<file path="config.mk">
export PLATFORM = sky130hd
export DESIGN_NAME = line_parser_fsm
export DESIGN_NICKNAME = d
export VERILOG_FILES = /design/src/trace_char_pkg.sv /design/src/trace_check_pkg.sv /design/src/line_parser_fsm.sv
export SDC_FILE = /design/constraint.sdc
export NUM_CORES = 1
export LEC_CHECK = 0
export BUFFER_PORTS_ARGS = -buffer_cell sky130_fd_sc_hd__buf_2
export CORE_MARGIN = 2
export CORE_UTILIZATION = 51
export CTS_BUF_LIST = sky130_fd_sc_hd__clkbuf_4 sky130_fd_sc_hd__clkbuf_8
export CTS_CLUSTER_SIZE = 25
export DETAILED_ROUTE_END_ITERATION = 8
export PLACE_DENSITY = 0.89
export SLEW_MARGIN = 20
export SYNTH_ARGS = -nofsm -noshare
export SYNTH_HDL_FRONTEND = slang
export SYNTH_SLANG_ARGS = --single-unit
</file>
<file path="constraint.sdc">
create_clock -name clk -period 1.52 [get_ports clk]
set_input_delay 0.076 -clock clk [delete_from_list [all_inputs] [get_ports clk]]
set_output_delay 0.076 -clock clk [all_outputs]
set_load 0.02 [all_outputs]
</file>
<file path="src/trace_char_pkg.sv">
package trace_char_pkg;

    //////////////////////////////////////////////////
    // Parser states

    typedef enum logic [3:0] {
        ST_IDLE       = 4'd0,
        ST_START      = 4'd1,
        ST_TIME       = 4'd2,
        ST_AT         = 4'd3,
        ST_PC         = 4'd4,
        ST_COLON      = 4'd5,
        ST_SIGN       = 4'd6,
        ST_OPERAND    = 4'd7,
        ST_SPACE      = 4'd8,
        ST_LESS       = 4'd9,
        ST_EQUAL      = 4'd10,
        ST_DATA       = 4'd11,
        ST_DONE       = 4'd12,
        ST_ERROR      = 4'd13,
        ST_ERROR_DONE = 4'd14
    } parse_state_t;

    //////////////////////////////////////////////////
    // Separator characters

    localparam logic [7:0] CH_CARET  = 8'h5e;
    localparam logic [7:0] CH_AT     = 8'h40;
    localparam logic [7:0] CH_COLON  = 8'h3a;
    localparam logic [7:0] CH_DOLLAR = 8'h24;
    localparam logic [7:0] CH_STAR   = 8'h2a;
    localparam logic [7:0] CH_SPACE  = 8'h20;
    localparam logic [7:0] CH_LESS   = 8'h3c;
    localparam logic [7:0] CH_EQUAL  = 8'h3d;
    localparam logic [7:0] CH_HASH   = 8'h23;

    // Field lengths in digits
    localparam int TIME_MAX_DIGITS = 4;
    localparam int PC_DIGITS       = 8;
    localparam int ADDR_DIGITS     = 8;
    localparam int REG_MAX_DIGITS  = 4;
    localparam int DATA_DIGITS     = 8;

    localparam int DIGIT_COUNT_W = 4;

endpackage

</file>
<file path="src/trace_check_pkg.sv">
package trace_check_pkg;

    //////////////////////////////////////////////////
    // Line format and error bits

    typedef enum logic [1:0] {
        FORMAT_NONE = 2'd0,
        FORMAT_REG  = 2'd1,
        FORMAT_MEM  = 2'd2
    } format_t;

    localparam int ERR_TIME = 0;
    localparam int ERR_PC   = 1;
    localparam int ERR_ADDR = 2;
    localparam int ERR_REG  = 3;

    //////////////////////////////////////////////////
    // Legal ranges

    // Instruction memory window
    localparam logic [31:0] PC_LOW  = 32'h0000_3000;
    localparam logic [31:0] PC_HIGH = 32'h0000_4fff;

    // Data memory ends below the code
    localparam logic [31:0] ADDR_HIGH = 32'h0000_2fff;

    localparam logic [15:0] REG_HIGH = 16'd31;

    // Four BCD digits of time, eight nibbles of pc or operand
    typedef logic [15:0] time_field_t;
    typedef logic [31:0] word_field_t;

endpackage

</file>
<file path="src/line_parser_fsm.sv">
`timescale 1ns/100ps

module line_parser_fsm (
    input  logic                     clk,
    input  logic                     reset,
    input  logic [7:0]               char,
    input  logic [3:0]               digit_count,
    output logic [3:0]               nibble,
    output logic                     shift_time,
    output logic                     shift_pc,
    output logic                     shift_operand,
    output logic                     clear_fields,
    output logic                     count_digit,
    output logic                     clear_count,
    output logic                     line_done,
    output trace_check_pkg::format_t line_format
);

    trace_char_pkg::parse_state_t state;
    trace_char_pkg::parse_state_t next_state;
    trace_char_pkg::parse_state_t fail_state;

    logic is_dec;
    logic is_hex;
    logic in_field;
    logic start_line;
    logic reg_line;
    logic operand_digit;
    logic operand_len_ok;
    logic field_digit;

    //////////////////////////////////////////////////
    // Character classes

    assign is_dec = (char >= "0") && (char <= "9");
    assign is_hex = is_dec || ((char >= "a") && (char <= "f"));
    // 'a' has low nibble 1
    assign nibble = is_dec ? char[3:0] : char[3:0] + 4'd9;

    assign in_field = state inside {trace_char_pkg::ST_TIME, trace_char_pkg::ST_PC,
                                    trace_char_pkg::ST_OPERAND, trace_char_pkg::ST_DATA};
    assign start_line = (char == trace_char_pkg::CH_CARET) && !in_field;
    assign fail_state = (char == trace_char_pkg::CH_HASH) ? trace_char_pkg::ST_ERROR_DONE
                                                          : trace_char_pkg::ST_ERROR;

    assign reg_line      = line_format == trace_check_pkg::FORMAT_REG;
    assign operand_digit = reg_line ? is_dec : is_hex;
    assign operand_len_ok = reg_line ?
        (digit_count >= 1 && digit_count <= trace_char_pkg::REG_MAX_DIGITS) :
        (digit_count == trace_char_pkg::ADDR_DIGITS);

    //////////////////////////////////////////////////
    // Line grammar

    always_comb begin
        next_state  = fail_state;
        field_digit = 1'b0;
        if (start_line) begin
            next_state = trace_char_pkg::ST_START;
        end else begin
            case (state)
                trace_char_pkg::ST_IDLE: next_state = trace_char_pkg::ST_IDLE;
                trace_char_pkg::ST_START, trace_char_pkg::ST_TIME: begin
                    if (is_dec) begin
                        next_state  = trace_char_pkg::ST_TIME;
                        field_digit = 1'b1;
                    end else if (state == trace_char_pkg::ST_TIME &&
                                 char == trace_char_pkg::CH_AT) begin
                        // Count is at least one here
                        next_state = (digit_count <= trace_char_pkg::TIME_MAX_DIGITS) ?
                                     trace_char_pkg::ST_AT : trace_char_pkg::ST_ERROR;
                    end
                end
                trace_char_pkg::ST_AT, trace_char_pkg::ST_PC: begin
                    if (is_hex) begin
                        next_state  = trace_char_pkg::ST_PC;
                        field_digit = 1'b1;
                    end else if (state == trace_char_pkg::ST_PC &&
                                 char == trace_char_pkg::CH_COLON) begin
                        next_state = (digit_count == trace_char_pkg::PC_DIGITS) ?
                                     trace_char_pkg::ST_COLON : trace_char_pkg::ST_ERROR;
                    end
                end
                trace_char_pkg::ST_COLON: begin
                    if (char == trace_char_pkg::CH_SPACE) begin
                        next_state = trace_char_pkg::ST_COLON;
                    end else if (char == trace_char_pkg::CH_DOLLAR ||
                                 char == trace_char_pkg::CH_STAR) begin
                        next_state = trace_char_pkg::ST_SIGN;
                    end
                end
                trace_char_pkg::ST_SIGN, trace_char_pkg::ST_OPERAND: begin
                    if (operand_digit) begin
                        next_state  = trace_char_pkg::ST_OPERAND;
                        field_digit = 1'b1;
                    end else if (state == trace_char_pkg::ST_OPERAND &&
                                 char == trace_char_pkg::CH_SPACE) begin
                        next_state = operand_len_ok ? trace_char_pkg::ST_SPACE
                                                    : trace_char_pkg::ST_ERROR;
                    end else if (state == trace_char_pkg::ST_OPERAND &&
                                 char == trace_char_pkg::CH_LESS) begin
                        next_state = operand_len_ok ? trace_char_pkg::ST_LESS
                                                    : trace_char_pkg::ST_ERROR;
                    end
                end
                trace_char_pkg::ST_SPACE: begin
                    if (char == trace_char_pkg::CH_SPACE) begin
                        next_state = trace_char_pkg::ST_SPACE;
                    end else if (char == trace_char_pkg::CH_LESS) begin
                        next_state = trace_char_pkg::ST_LESS;
                    end
                end
                trace_char_pkg::ST_LESS: begin
                    if (char == trace_char_pkg::CH_EQUAL) begin
                        next_state = trace_char_pkg::ST_EQUAL;
                    end
                end
                trace_char_pkg::ST_EQUAL, trace_char_pkg::ST_DATA: begin
                    if (is_hex) begin
                        next_state  = trace_char_pkg::ST_DATA;
                        field_digit = 1'b1;
                    end else if (state == trace_char_pkg::ST_EQUAL &&
                                 char == trace_char_pkg::CH_SPACE) begin
                        next_state = trace_char_pkg::ST_EQUAL;
                    end else if (state == trace_char_pkg::ST_DATA &&
                                 char == trace_char_pkg::CH_HASH) begin
                        next_state = (digit_count == trace_char_pkg::DATA_DIGITS) ?
                                     trace_char_pkg::ST_DONE : trace_char_pkg::ST_ERROR_DONE;
                    end else if (state == trace_char_pkg::ST_DATA) begin
                        next_state = trace_char_pkg::ST_ERROR;
                    end
                end
                trace_char_pkg::ST_DONE, trace_char_pkg::ST_ERROR_DONE: begin
                    next_state = trace_char_pkg::ST_IDLE;
                end
                // Error waits for '#' or '^'
                default: next_state = fail_state;
            endcase
        end
    end

    always_ff @(posedge clk) begin
        if (reset) begin
            state       <= trace_char_pkg::ST_IDLE;
            line_format <= trace_check_pkg::FORMAT_NONE;
        end else begin
            state <= next_state;
            if (state == trace_char_pkg::ST_COLON && char == trace_char_pkg::CH_DOLLAR) begin
                line_format <= trace_check_pkg::FORMAT_REG;
            end else if (state == trace_char_pkg::ST_COLON &&
                         char == trace_char_pkg::CH_STAR) begin
                line_format <= trace_check_pkg::FORMAT_MEM;
            end
        end
    end

    //////////////////////////////////////////////////
    // Field register and counter control

    assign shift_time    = field_digit && next_state == trace_char_pkg::ST_TIME;
    assign shift_pc      = field_digit && next_state == trace_char_pkg::ST_PC;
    assign shift_operand = field_digit && next_state == trace_char_pkg::ST_OPERAND;
    assign count_digit   = field_digit;
    // Count restarts on every non-digit so each field is measured alone
    assign clear_count   = !field_digit;
    assign clear_fields  = start_line;
    assign line_done     = state == trace_char_pkg::ST_DONE;

    a_state_legal: assert property (@(posedge clk) disable iff (reset)
        !$isunknown(state) &&
        state inside {[trace_char_pkg::ST_IDLE:trace_char_pkg::ST_ERROR_DONE]});

    // A new line needs at least a '^' and the whole body
    a_done_single: assert property (@(posedge clk) disable iff (reset)
        line_done |=> !line_done);

    a_shift_onehot: assert property (@(posedge clk) disable iff (reset)
        $onehot0({shift_time, shift_pc, shift_operand}));

endmodule

</file>
==> results of run 1 <==
==> metrics by stage <==
| step | util [%] | setup TNS, ns | cells |
|---|---|---|---|
| after floorplan | - | -0.4717 | 162 |
| after detailed placement | 80.11 | -3.837 | 264 |
| after global placement | 80.11 | -2.362 | 264 |
==> cell families after synthesis <==
group	count (synthesis)
flip-flops	6
buffers and inverters	17
AO/OA/AOI/OAI	43
multiplexers	1
adder cells (fa/ha/maj)	5
XOR/XNOR	5
AND/OR/NAND/NOR	85
==> cell usage after synthesis, types with 2 or more instances <==
| master | instances | area, um^2 |
|---|---|---|
| sky130_fd_sc_hd__nand2_1 | 10 | 37.54 |
| sky130_fd_sc_hd__nor4_1 | 2 | 12.51 |
| sky130_fd_sc_hd__clkbuf_1 | 2 | 7.510 |
| sky130_fd_sc_hd__a211oi_2 | 2 | 25.02 |
| sky130_fd_sc_hd__a221oi_1 | 2 | 17.52 |
| sky130_fd_sc_hd__nand3b_1 | 2 | 15.01 |
| sky130_fd_sc_hd__xnor2_1 | 3 | 26.28 |
| sky130_fd_sc_hd__nand2b_1 | 4 | 25.02 |
| sky130_fd_sc_hd__a31oi_1 | 6 | 37.54 |
| sky130_fd_sc_hd__a21oi_1 | 3 | 15.01 |
| sky130_fd_sc_hd__nor2b_1 | 5 | 31.28 |
| sky130_fd_sc_hd__buf_6 | 2 | 22.52 |
| sky130_fd_sc_hd__nor3b_1 | 4 | 30.03 |
| sky130_fd_sc_hd__a211oi_1 | 2 | 15.01 |
| sky130_fd_sc_hd__inv_1 | 4 | 15.01 |
| sky130_fd_sc_hd__a21oi_2 | 3 | 26.28 |
| sky130_fd_sc_hd__nor2_1 | 12 | 45.04 |
| sky130_fd_sc_hd__or2_2 | 2 | 12.51 |
| sky130_fd_sc_hd__o22ai_1 | 3 | 18.77 |
| sky130_fd_sc_hd__and3_1 | 4 | 25.02 |
| sky130_fd_sc_hd__nor4b_1 | 2 | 17.52 |
| sky130_fd_sc_hd__o21ai_1 | 2 | 10.01 |
| sky130_fd_sc_hd__ha_1 | 5 | 62.56 |
| sky130_fd_sc_hd__xor2_1 | 2 | 17.52 |
| sky130_fd_sc_hd__buf_2 | 5 | 25.02 |
| sky130_fd_sc_hd__nand3_1 | 8 | 40.04 |
| sky130_fd_sc_hd__or3b_1 | 2 | 17.52 |
| sky130_fd_sc_hd__nor4b_2 | 5 | 75.07 |
| sky130_fd_sc_hd__dfxtp_1 | 6 | 120.1 |
| sky130_fd_sc_hd__o21a_1 | 3 | 22.52 |
| sky130_fd_sc_hd__buf_4 | 3 | 22.52 |
| sky130_fd_sc_hd__o21ai_0 | 6 | 30.03 |
| sky130_fd_sc_hd__o211ai_1 | 2 | 15.01 |
| sky130_fd_sc_hd__nor3_1 | 5 | 25.02 |
| sky130_fd_sc_hd__and4_1 | 2 | 17.52 |
==> impl_metrics.env, run 1 <==
export IMPL_synth_seq_area_share_pct=9.816
export IMPL_cts_hold_buf=0
export IMPL_die_height_um=52.99
export IMPL_synth_cell_area_um2=1224
export IMPL_synth_compound_area_share_pct=25.77
export IMPL_dp_hpwl_mm=3.970
export IMPL_status="stopped before the end"
export IMPL_dp_worst_setup_slack_ns=-0.5790
export IMPL_synthesis_nets=181
export IMPL_predominant_post_synthesis_flop_cell="sky130_fd_sc_hd__dfxtp_1"
export IMPL_synth_xor_area_share_pct=3.579
export IMPL_clock_path_buffers=2
export IMPL_synth_simple_gate_area_share_pct=46.93
export IMPL_error="[ERROR DPL-0033] detailed placement checks failed during check placement."
export IMPL_last_stage="clock tree synthesis"
export IMPL_clock_tree_root_buffer_cell="sky130_fd_sc_hd__clkbuf_4"
export IMPL_post_synth_fa_ha_maj_area_fraction_pct=5.112
export IMPL_initial_core_util_pct=54.79
export IMPL_syn_instance_count=162
export IMPL_synth_yosys_warnings=0
export IMPL_placementRows=17
export IMPL_dominant_combinational_cell_family_by_area_after_synthesis="simple AND/OR/NAND/NOR gates"
export IMPL_synthMuxAreaShare_pct=0.9202
export IMPL_async_flop_share_pct=0
export IMPL_place_port_buffers=26
export IMPL_count_of_state_elements_after_synthesis=6
export IMPL_yosysUniqueCellTypes=62
export IMPL_gp_congestion=1.085
export IMPL_number_of_flops_mapped_to_enable_cells_by_yosys=0
export IMPL_syn_avg_cell_area_um2=7.554
export IMPL_post_cts_resized=72
export IMPL_io_pin_count=27
export IMPL_die_width_um=52.99
export IMPL_h_tree_level_count=1
export IMPL_clock_sinks=6
export IMPL_cts_buf_count=3
export IMPL_cts_setup_buffers=17
export IMPL_placedInstanceArea_um2=1789
==> run 2: changes to the inputs <==
--- a/config.mk
+++ b/config.mk
@@ -6,12 +6,10 @@
 export NUM_CORES = 1
 export LEC_CHECK = 0
 export BUFFER_PORTS_ARGS = -buffer_cell sky130_fd_sc_hd__buf_2
-export CORE_MARGIN = 2
-export CORE_UTILIZATION = 51
-export CTS_BUF_LIST = sky130_fd_sc_hd__clkbuf_4 sky130_fd_sc_hd__clkbuf_8
-export CTS_CLUSTER_SIZE = 25
+export CORE_AREA = 2 2 63 65
 export DETAILED_ROUTE_END_ITERATION = 8
-export PLACE_DENSITY = 0.89
+export DIE_AREA = 0 0 65 67
+export PLACE_DENSITY_LB_ADDON = 0.15
 export SLEW_MARGIN = 20
 export SYNTH_ARGS = -nofsm -noshare
 export SYNTH_HDL_FRONTEND = slang
==> constraint.sdc (replaced) <==
create_clock -name clk -period 2 [get_ports clk]
set_input_delay 0.1 -clock clk [delete_from_list [all_inputs] [get_ports clk]]
set_output_delay 0.1 -clock clk [all_outputs]
set_load 0.02 [all_outputs]
==> run 2 against run 1 <==
  * The flow now finishes, with violations (setup timing)
  * Area after synthesis stayed put
  * Synthesized cell count stayed put
==> impl_metrics.env, run 2 <==
export IMPL_synthesis_nets=181
export IMPL_die_area_um2=4355
export IMPL_min_delay_path_class="primary input to flop"
export IMPL_antenna_violating_nets_post_route=0
export IMPL_final_net_count=231
export IMPL_timing_worst_setup_path_type="flop to output pin"
export IMPL_dp_hpwl_mm=3.067
export IMPL_grt_overflow=0
export IMPL_yosys_top_cells_area="sky130_fd_sc_hd__dfxtp_1, sky130_fd_sc_hd__nor4b_2, sky130_fd_sc_hd__ha_1, sky130_fd_sc_hd__nor2_1, sky130_fd_sc_hd__nand3_1"
export IMPL_synth_cell_area_um2=1224
export IMPL_synth_top_cell_by_area="sky130_fd_sc_hd__dfxtp_1"
export IMPL_layout_min_cycle_time_ns=2.134
export IMPL_synth_yosys_warnings=0
export IMPL_synth_seq_area_share_pct=9.816
export IMPL_leakagePower_nw=0.6539
export IMPL_drv_max_cap_violation_count=0
export IMPL_total_power_mw=1.200
export IMPL_fin_worst_skew_ns=0.006798
export IMPL_critical_path_required_ns=1.90
export IMPL_io_pin_count=27
export IMPL_fmax_mhz=468.6
export IMPL_proportion_of_total_power_due_to_net_switching_pct=42.30
export IMPL_initial_core_util_pct=33.93
export IMPL_finalSetupViolCount=1
export IMPL_critPathTopFamily="compound AO/OA/AOI/OAI gates"
export IMPL_post_route_period_util_pct=106.7
export IMPL_gp_congestion=0.9121
export IMPL_end_kind="output pin"
export IMPL_post_synth_top_area_fraction_pct=9.816
export IMPL_power_per_cell_area_nw_per_um2=697.5
export IMPL_timing_critical_path_fanout_max=6
export IMPL_placementRows=22
export IMPL_buffer_and_inverter_count_on_the_worst_path=1
export IMPL_grt_first_pass_wirelength_mm=6.196
export IMPL_via_total_after_detailed_routing=1448
export IMPL_clock_sinks=6
export IMPL_route_final_wire_length_mm=3.858
export IMPL_insertion_delay_of_the_later_clocked_pin_in_the_worst_skew_pair_ns=0.23
export IMPL_vias_in_the_first_global_route=1343
export IMPL_post_layout_nonfiller_instances=258
export IMPL_setup_reg_to_reg_worst_slack_ns=0.22
export IMPL_clock_path_buffers=2
export IMPL_place_port_buffers=26
export IMPL_core_um2=3606
export IMPL_predominant_post_synthesis_flop_cell="sky130_fd_sc_hd__dfxtp_1"
export IMPL_count_of_state_elements_after_synthesis=6
export IMPL_die_height_um=67
export IMPL_synth_commonest_cells="sky130_fd_sc_hd__nor2_1, sky130_fd_sc_hd__nand2_1, sky130_fd_sc_hd__nand3_1"
export IMPL_combinationalPowerShare_pct=68.3
export IMPL_vdd_drop_max_uv=281.3
export IMPL_detail_route_drc_violations=0
export IMPL_pin_count_of_the_biggest_net_entering_global_routing=20
export IMPL_path_cells="or3b_1 -> a21oi_2 -> o21ai_2 -> a221oi_2 -> a2111oi_4 -> and3_1 -> buf_6"
export IMPL_rsz0062_at_grt="yes"
export IMPL_areaGrowthSynthToFinish_pct=40.59
export IMPL_power_clock_fraction_pct=15.8
export IMPL_final_max_slew_violation_count=0
export IMPL_clock_tree_root_buffer_cell="sky130_fd_sc_hd__clkbuf_8"
export IMPL_dr_first_iter_drc_count=32
export IMPL_setup_slack_ns=-0.1338
export IMPL_registers_with_the_most_flip_flops="state (4), line_format (2)"
export IMPL_antenna_violations_before_repair=0
export IMPL_finalHoldViolCount=0
export IMPL_post_place_cells=254
export IMPL_failing_checks="setup timing"
export IMPL_drt_wirelength_per_cell_um=14.95
export IMPL_route_detailed_vias_per_inst=5.612
export IMPL_cts_buf_count=3
export IMPL_syn_avg_cell_area_um2=7.554
export IMPL_syn_instance_count=162
export IMPL_number_of_flops_mapped_to_enable_cells_by_yosys=0
export IMPL_largest_register="state"
export IMPL_power_switching_uw=507.6
export IMPL_h_tree_level_count=1
export IMPL_post_route_hold_slack_ns=0.09662
export IMPL_max_stage_delay_ns=0.39
export IMPL_async_flop_share_pct=0
export IMPL_slew_headroom_pct=74.51
export IMPL_final_core_utilization_pct=47.71
export IMPL_seqPwrFrac_pct=15.8
export IMPL_worstMarginPinSlew_ns=0.3784
export IMPL_fin_tns_setup_ns=-0.1338
export IMPL_layout_commonest_cell="sky130_fd_sc_hd__buf_4"
export IMPL_status="complete, but fails checks"
export IMPL_clkTransAtPathRegs_ns=0.04
export IMPL_cp_start_kind="flop"
export IMPL_drive_above_1_share_pct=45.24
export IMPL_largest_register_ffs=4
export IMPL_groute_usage_overall_pct=18.37
export IMPL_first_pass_iters=4
export IMPL_synthMostInstantiatedCell="sky130_fd_sc_hd__nor2_1"
export IMPL_yosysUniqueCellTypes=62
export IMPL_critPathArrivalTime_ns=2.03
export IMPL_critical_path_slowest_cell="sky130_fd_sc_hd__or3b_1"
export IMPL_cts_tree="yes"
export IMPL_number_of_inserted_filler_cells_in_the_final_layout=360
export IMPL_antenna_cells=0
export IMPL_die_width_um=65
export IMPL_layout_cells_most_common_list="sky130_fd_sc_hd__buf_4, sky130_fd_sc_hd__buf_2, sky130_fd_sc_hd__nor2_1, sky130_fd_sc_hd__nand2_1, sky130_fd_sc_hd__nand3_1"
export IMPL_internal_power_uw=692.4
export IMPL_cts_hold_buf=0
==> run 2: worst paths after layout <==
| path | cells after the start | end | from |
|---|---|---|---|
| setup / recovery | 7 | shift_pc | state[0] |
| hold / removal | 2 | line_format[0] | reset |
| setup reg to reg | 7 | state[3] | state[0] |
| hold reg to reg | 2 | line_format[0] | line_format[0] |
==> run 2: timing repair <==
action / in CTS / in global routing
buffers inserted: 1 / 0
pin swaps: 5 / 6
setup endpoints to repair: 1 / 3
resized for setup: 8 / 17
==> run 2: power by group through the flow <==
stage / clock (mW) / combinational (mW) / sequential (mW)
detailed placement: 0 / 0.709 / 0.177
CTS: 0.192 / 0.759 / 0.184
global route: 0.205 / 0.883 / 0.194
floorplan: 0 / 0.489 / 0.159
global placement: 0 / 0.712 / 0.179
finish: 0.190 / 0.820 / 0.190
==> run 2: logic make-up (layout without fill, tap and decap cells) <==
kind of cell | after synthesis | after routing | synth area share (%)
AO/OA/AOI/OAI | 43 | 43 | 25.77
XOR/XNOR | 5 | 5 | 3.579
adder cells (fa/ha/maj) | 5 | 5 | 5.112
buffers and inverters | 17 | 65 | 7.872
flip-flops | 6 | 6 | 9.816
multiplexers | 1 | 1 | 0.9202
AND/OR/NAND/NOR | 85 | 85 | 46.93
==> run 2: cell type report <==
cell class	instances	area (um^2)	share of cell area [%]
tap	48	60.06	3.491
multi-input combinational	139	1081	62.84
inverter	4	15.01	0.8727
sequential	6	130.1	7.564
timing repair buffer	58	392.9	22.84
clock buffer	3	41.29	2.400
==> run 2: metrics by stage <==
stage          setup slack, ns  area [um^2]
6_report               -0.1338         1720
5_1_grt                -0.2016         1720
4_1_cts                -0.1242         1659
3_5_place_dp          -0.06849         1578
3_3_place_gp          -0.03356         1578
2_1_floorplan           0.1752         1224
==> run 2: worst reg2reg max path, stage by stage, from the launching register on <==
cell	delay [ns]
sky130_fd_sc_hd__dfxtp_4	0.36
sky130_fd_sc_hd__or3b_1	0.39
sky130_fd_sc_hd__a21oi_2	0.21
sky130_fd_sc_hd__o21ai_2	0.09
sky130_fd_sc_hd__a221oi_2	0.36
sky130_fd_sc_hd__a2111oi_4	0.09
sky130_fd_sc_hd__buf_4	0.15
sky130_fd_sc_hd__nor2_1	0.08
==> run 2: routing by layer <==
layer / up-vias / GRT usage [%] / wire length, um / share of wire [%]
li1: 718 / - / - / -
met1: 679 / 21.75 / 1629 / 42
met2: 40 / 34.02 / 1986 / 51
met3: 11 / 2.196 / 156 / 4.0
met4: 0 / 6.117 / 85 / 2.2
met5: - / 0 / 0 / 0
Note: power is estimated with default switching activity, not from simulation.
==> run 3: changes to the inputs <==
--- a/config.mk
+++ b/config.mk
@@ -9,7 +9,6 @@
 export CORE_AREA = 2 2 63 65
 export DETAILED_ROUTE_END_ITERATION = 8
 export DIE_AREA = 0 0 65 67
-export PLACE_DENSITY_LB_ADDON = 0.15
 export SLEW_MARGIN = 20
 export SYNTH_ARGS = -nofsm -noshare
 export SYNTH_HDL_FRONTEND = slang
==> run 3 against run 2 <==
  * The flow still finishes with violations (setup timing)
  * Non-clock buffer count rose by 20
  * Sequential power is 5% higher
  * Cell count grew 7.8%
  * Routed wire length grew 11%
  * First-iteration DRC count rose by 140%
  * Via count up 7.3%
  * Core utilization is 6.1 points higher
  * Sequential share of layout area is 0.73 points lower
  * Combinational power is 19% higher
  * Worst hold slack gained 0.016 ns
  * Die area did not move
  * Critical path type unchanged
==> impl_metrics.env, run 3 (synthesis results as in run 2) <==
export IMPL_setup_slack_ns=-0.1473
export IMPL_clock_sinks=6
export IMPL_layout_commonest_cell="sky130_fd_sc_hd__buf_4"
export IMPL_core_um2=3606
export IMPL_dr_first_iter_drc_count=77
export IMPL_largest_register_ffs=4
export IMPL_layout_min_cycle_time_ns=2.147
export IMPL_insertion_delay_of_the_later_clocked_pin_in_the_worst_skew_pair_ns=0.22
export IMPL_end_kind="output pin"
export IMPL_final_core_utilization_pct=53.85
export IMPL_fin_worst_skew_ns=0.001666
export IMPL_die_width_um=65
export IMPL_path_cells="or3b_1 -> a21oi_2 -> o21ai_2 -> a221oi_2 -> a2111oi_4 -> and3_4 -> buf_6"
export IMPL_number_of_inserted_filler_cells_in_the_final_layout=343
export IMPL_layout_cells_most_common_list="sky130_fd_sc_hd__buf_4, sky130_fd_sc_hd__buf_2, sky130_fd_sc_hd__nor2_1, sky130_fd_sc_hd__nand2_1, sky130_fd_sc_hd__nand3_1"
export IMPL_post_route_hold_slack_ns=0.1128
export IMPL_drive_above_1_share_pct=54.78
export IMPL_fmax_mhz=465.7
export IMPL_areaGrowthSynthToFinish_pct=58.69
export IMPL_timing_critical_path_fanout_max=5
export IMPL_rsz0062_at_grt="yes"
export IMPL_registers_with_the_most_flip_flops="state (4), line_format (2)"
export IMPL_power_per_cell_area_nw_per_um2=702.0
export IMPL_finalSetupViolCount=1
export IMPL_grt_overflow=0
export IMPL_placementRows=22
export IMPL_dp_worst_setup_slack_ns=-0.05326
export IMPL_failing_checks="setup timing"
export IMPL_h_tree_level_count=1
export IMPL_detail_route_drc_violations=0
export IMPL_place_port_buffers=26
export IMPL_drv_max_cap_violation_count=0
export IMPL_max_stage_delay_ns=0.42
export IMPL_cp_start_kind="flop"
export IMPL_clkTransAtPathRegs_ns=0.04
export IMPL_leakagePower_nw=0.7602
export IMPL_final_max_slew_violation_count=0
export IMPL_finalHoldViolCount=0
export IMPL_placedInstanceArea_um2=1625
export IMPL_route_final_wire_length_mm=4.277
export IMPL_post_place_cells=262
export IMPL_largest_register="state"
export IMPL_io_pin_count=27
export IMPL_critical_path_required_ns=1.90
export IMPL_antenna_violating_nets_post_route=0
export IMPL_cts_hold_buf=0
export IMPL_status="complete, but fails checks"
export IMPL_route_detailed_vias_per_inst=5.590
export IMPL_buffer_and_inverter_count_on_the_worst_path=1
export IMPL_timing_worst_setup_path_type="flop to output pin"
export IMPL_via_total_after_detailed_routing=1554
export IMPL_critPathArrivalTime_ns=2.05
export IMPL_gp_congestion=0.9895
export IMPL_antenna_violations_before_repair=0
export IMPL_post_route_period_util_pct=107.4
export IMPL_cts_tree="yes"
export IMPL_pin_count_of_the_biggest_net_entering_global_routing=18
export IMPL_clock_path_buffers=2
export IMPL_grt_first_pass_wirelength_mm=6.575
export IMPL_final_area_um2=1942
export IMPL_post_layout_nonfiller_instances=278
export IMPL_clock_tree_root_buffer_cell="sky130_fd_sc_hd__clkbuf_8"
export IMPL_antenna_cells=0
export IMPL_critPathTopFamily="compound AO/OA/AOI/OAI gates"
export IMPL_vias_in_the_first_global_route=1402
export IMPL_final_net_count=251
export IMPL_slew_headroom_pct=69.93
export IMPL_critical_path_slowest_cell="sky130_fd_sc_hd__or3b_1"
export IMPL_cts_buf_count=3
export IMPL_die_area_um2=4355
export IMPL_first_pass_iters=4
export IMPL_drt_wirelength_per_cell_um=15.38
export IMPL_worstMarginPinSlew_ns=0.4463
export IMPL_dp_hpwl_mm=3.033
export IMPL_min_delay_path_class="primary input to flop"
export IMPL_initial_core_util_pct=33.93
export IMPL_vdd_drop_max_uv=201.6
export IMPL_die_height_um=67
export IMPL_groute_usage_overall_pct=19.28
==> run 3: cell count changes in the layout (fill, tap and decap cells not counted), sizes merged <==
cell / delta
clkbuf: +1
buf: +19
==> run 3: repair_timing <==
action / 4_1_cts / 5_1_grt
cloned: 0 / 1
hold endpoints to repair: 0 / 0
pin swaps: 12 / 11
resized for setup: 20 / 26
endpoints found under the setup margin: 2 / 4
setup buffers: 4 / 9
==> run 3: worst paths after layout <==
kind / slack (ns) / cells past startpoint / start / end
setup / recovery: -0.15 / 7 / state[1] / shift_pc
hold / removal: 0.11 / 2 / reset / line_format[1]
setup reg to reg: 0.14 / 8 / state[2] / state[1]
hold reg to reg: 0.54 / 2 / line_format[1] / line_format[1]
==> run 3: routing by layer <==
metal	vias up	GRT usage, %	share of wire (%)
met2	60	34.02	49
met3	18	1.689	3.6
met5	-	0	0
met1	725	23.82	42
met4	0	8.245	5.1
li1	751	-	-
==> run 3: cell type report <==
class | count | area, um^2 | area share [%]
inverters | 4 | 15.01 | 0.7732
multi-input cells | 139 | 1119 | 57.60
clock buffers | 3 | 41.29 | 2.126
flip-flops and latches | 6 | 132.6 | 6.830
well taps | 48 | 60.06 | 3.093
repair buffers | 78 | 574.3 | 29.57
==> run 3: metrics by stage <==
step | total power, mW | TNS [ns]
6_report | 1.363 | -0.1473
5_1_grt | 1.441 | -0.2063
4_1_cts | 1.187 | -0.06301
3_5_place_dp | 0.8852 | -0.05326
3_3_place_gp | 0.8867 | -0.05680
2_1_floorplan | 0.6480 | 0
==> run 3: worst register-to-register path, cell delays in order, from the launching register on <==
cell and delay, ns:
sky130_fd_sc_hd__dfxtp_4 0.35, sky130_fd_sc_hd__buf_6 0.13, sky130_fd_sc_hd__buf_4 0.16, sky130_fd_sc_hd__and2b_2 0.27, sky130_fd_sc_hd__o21a_1 0.12, sky130_fd_sc_hd__o21ai_1 0.06, sky130_fd_sc_hd__and4bb_4 0.24, sky130_fd_sc_hd__or2_2 0.29
sky130_fd_sc_hd__nor3_1 0.17
==> run 3: report_power, final <==
| part | internal [mW] | leakage, nW | total [mW] | switching (mW) |
|---|---|---|---|---|
| clock network | 0.130 | 0.0216 | 0.185 | 0.0557 |
| registers | 0.155 | 0.0514 | 0.199 | 0.0440 |
| logic | 0.512 | 0.687 | 0.979 | 0.466 |
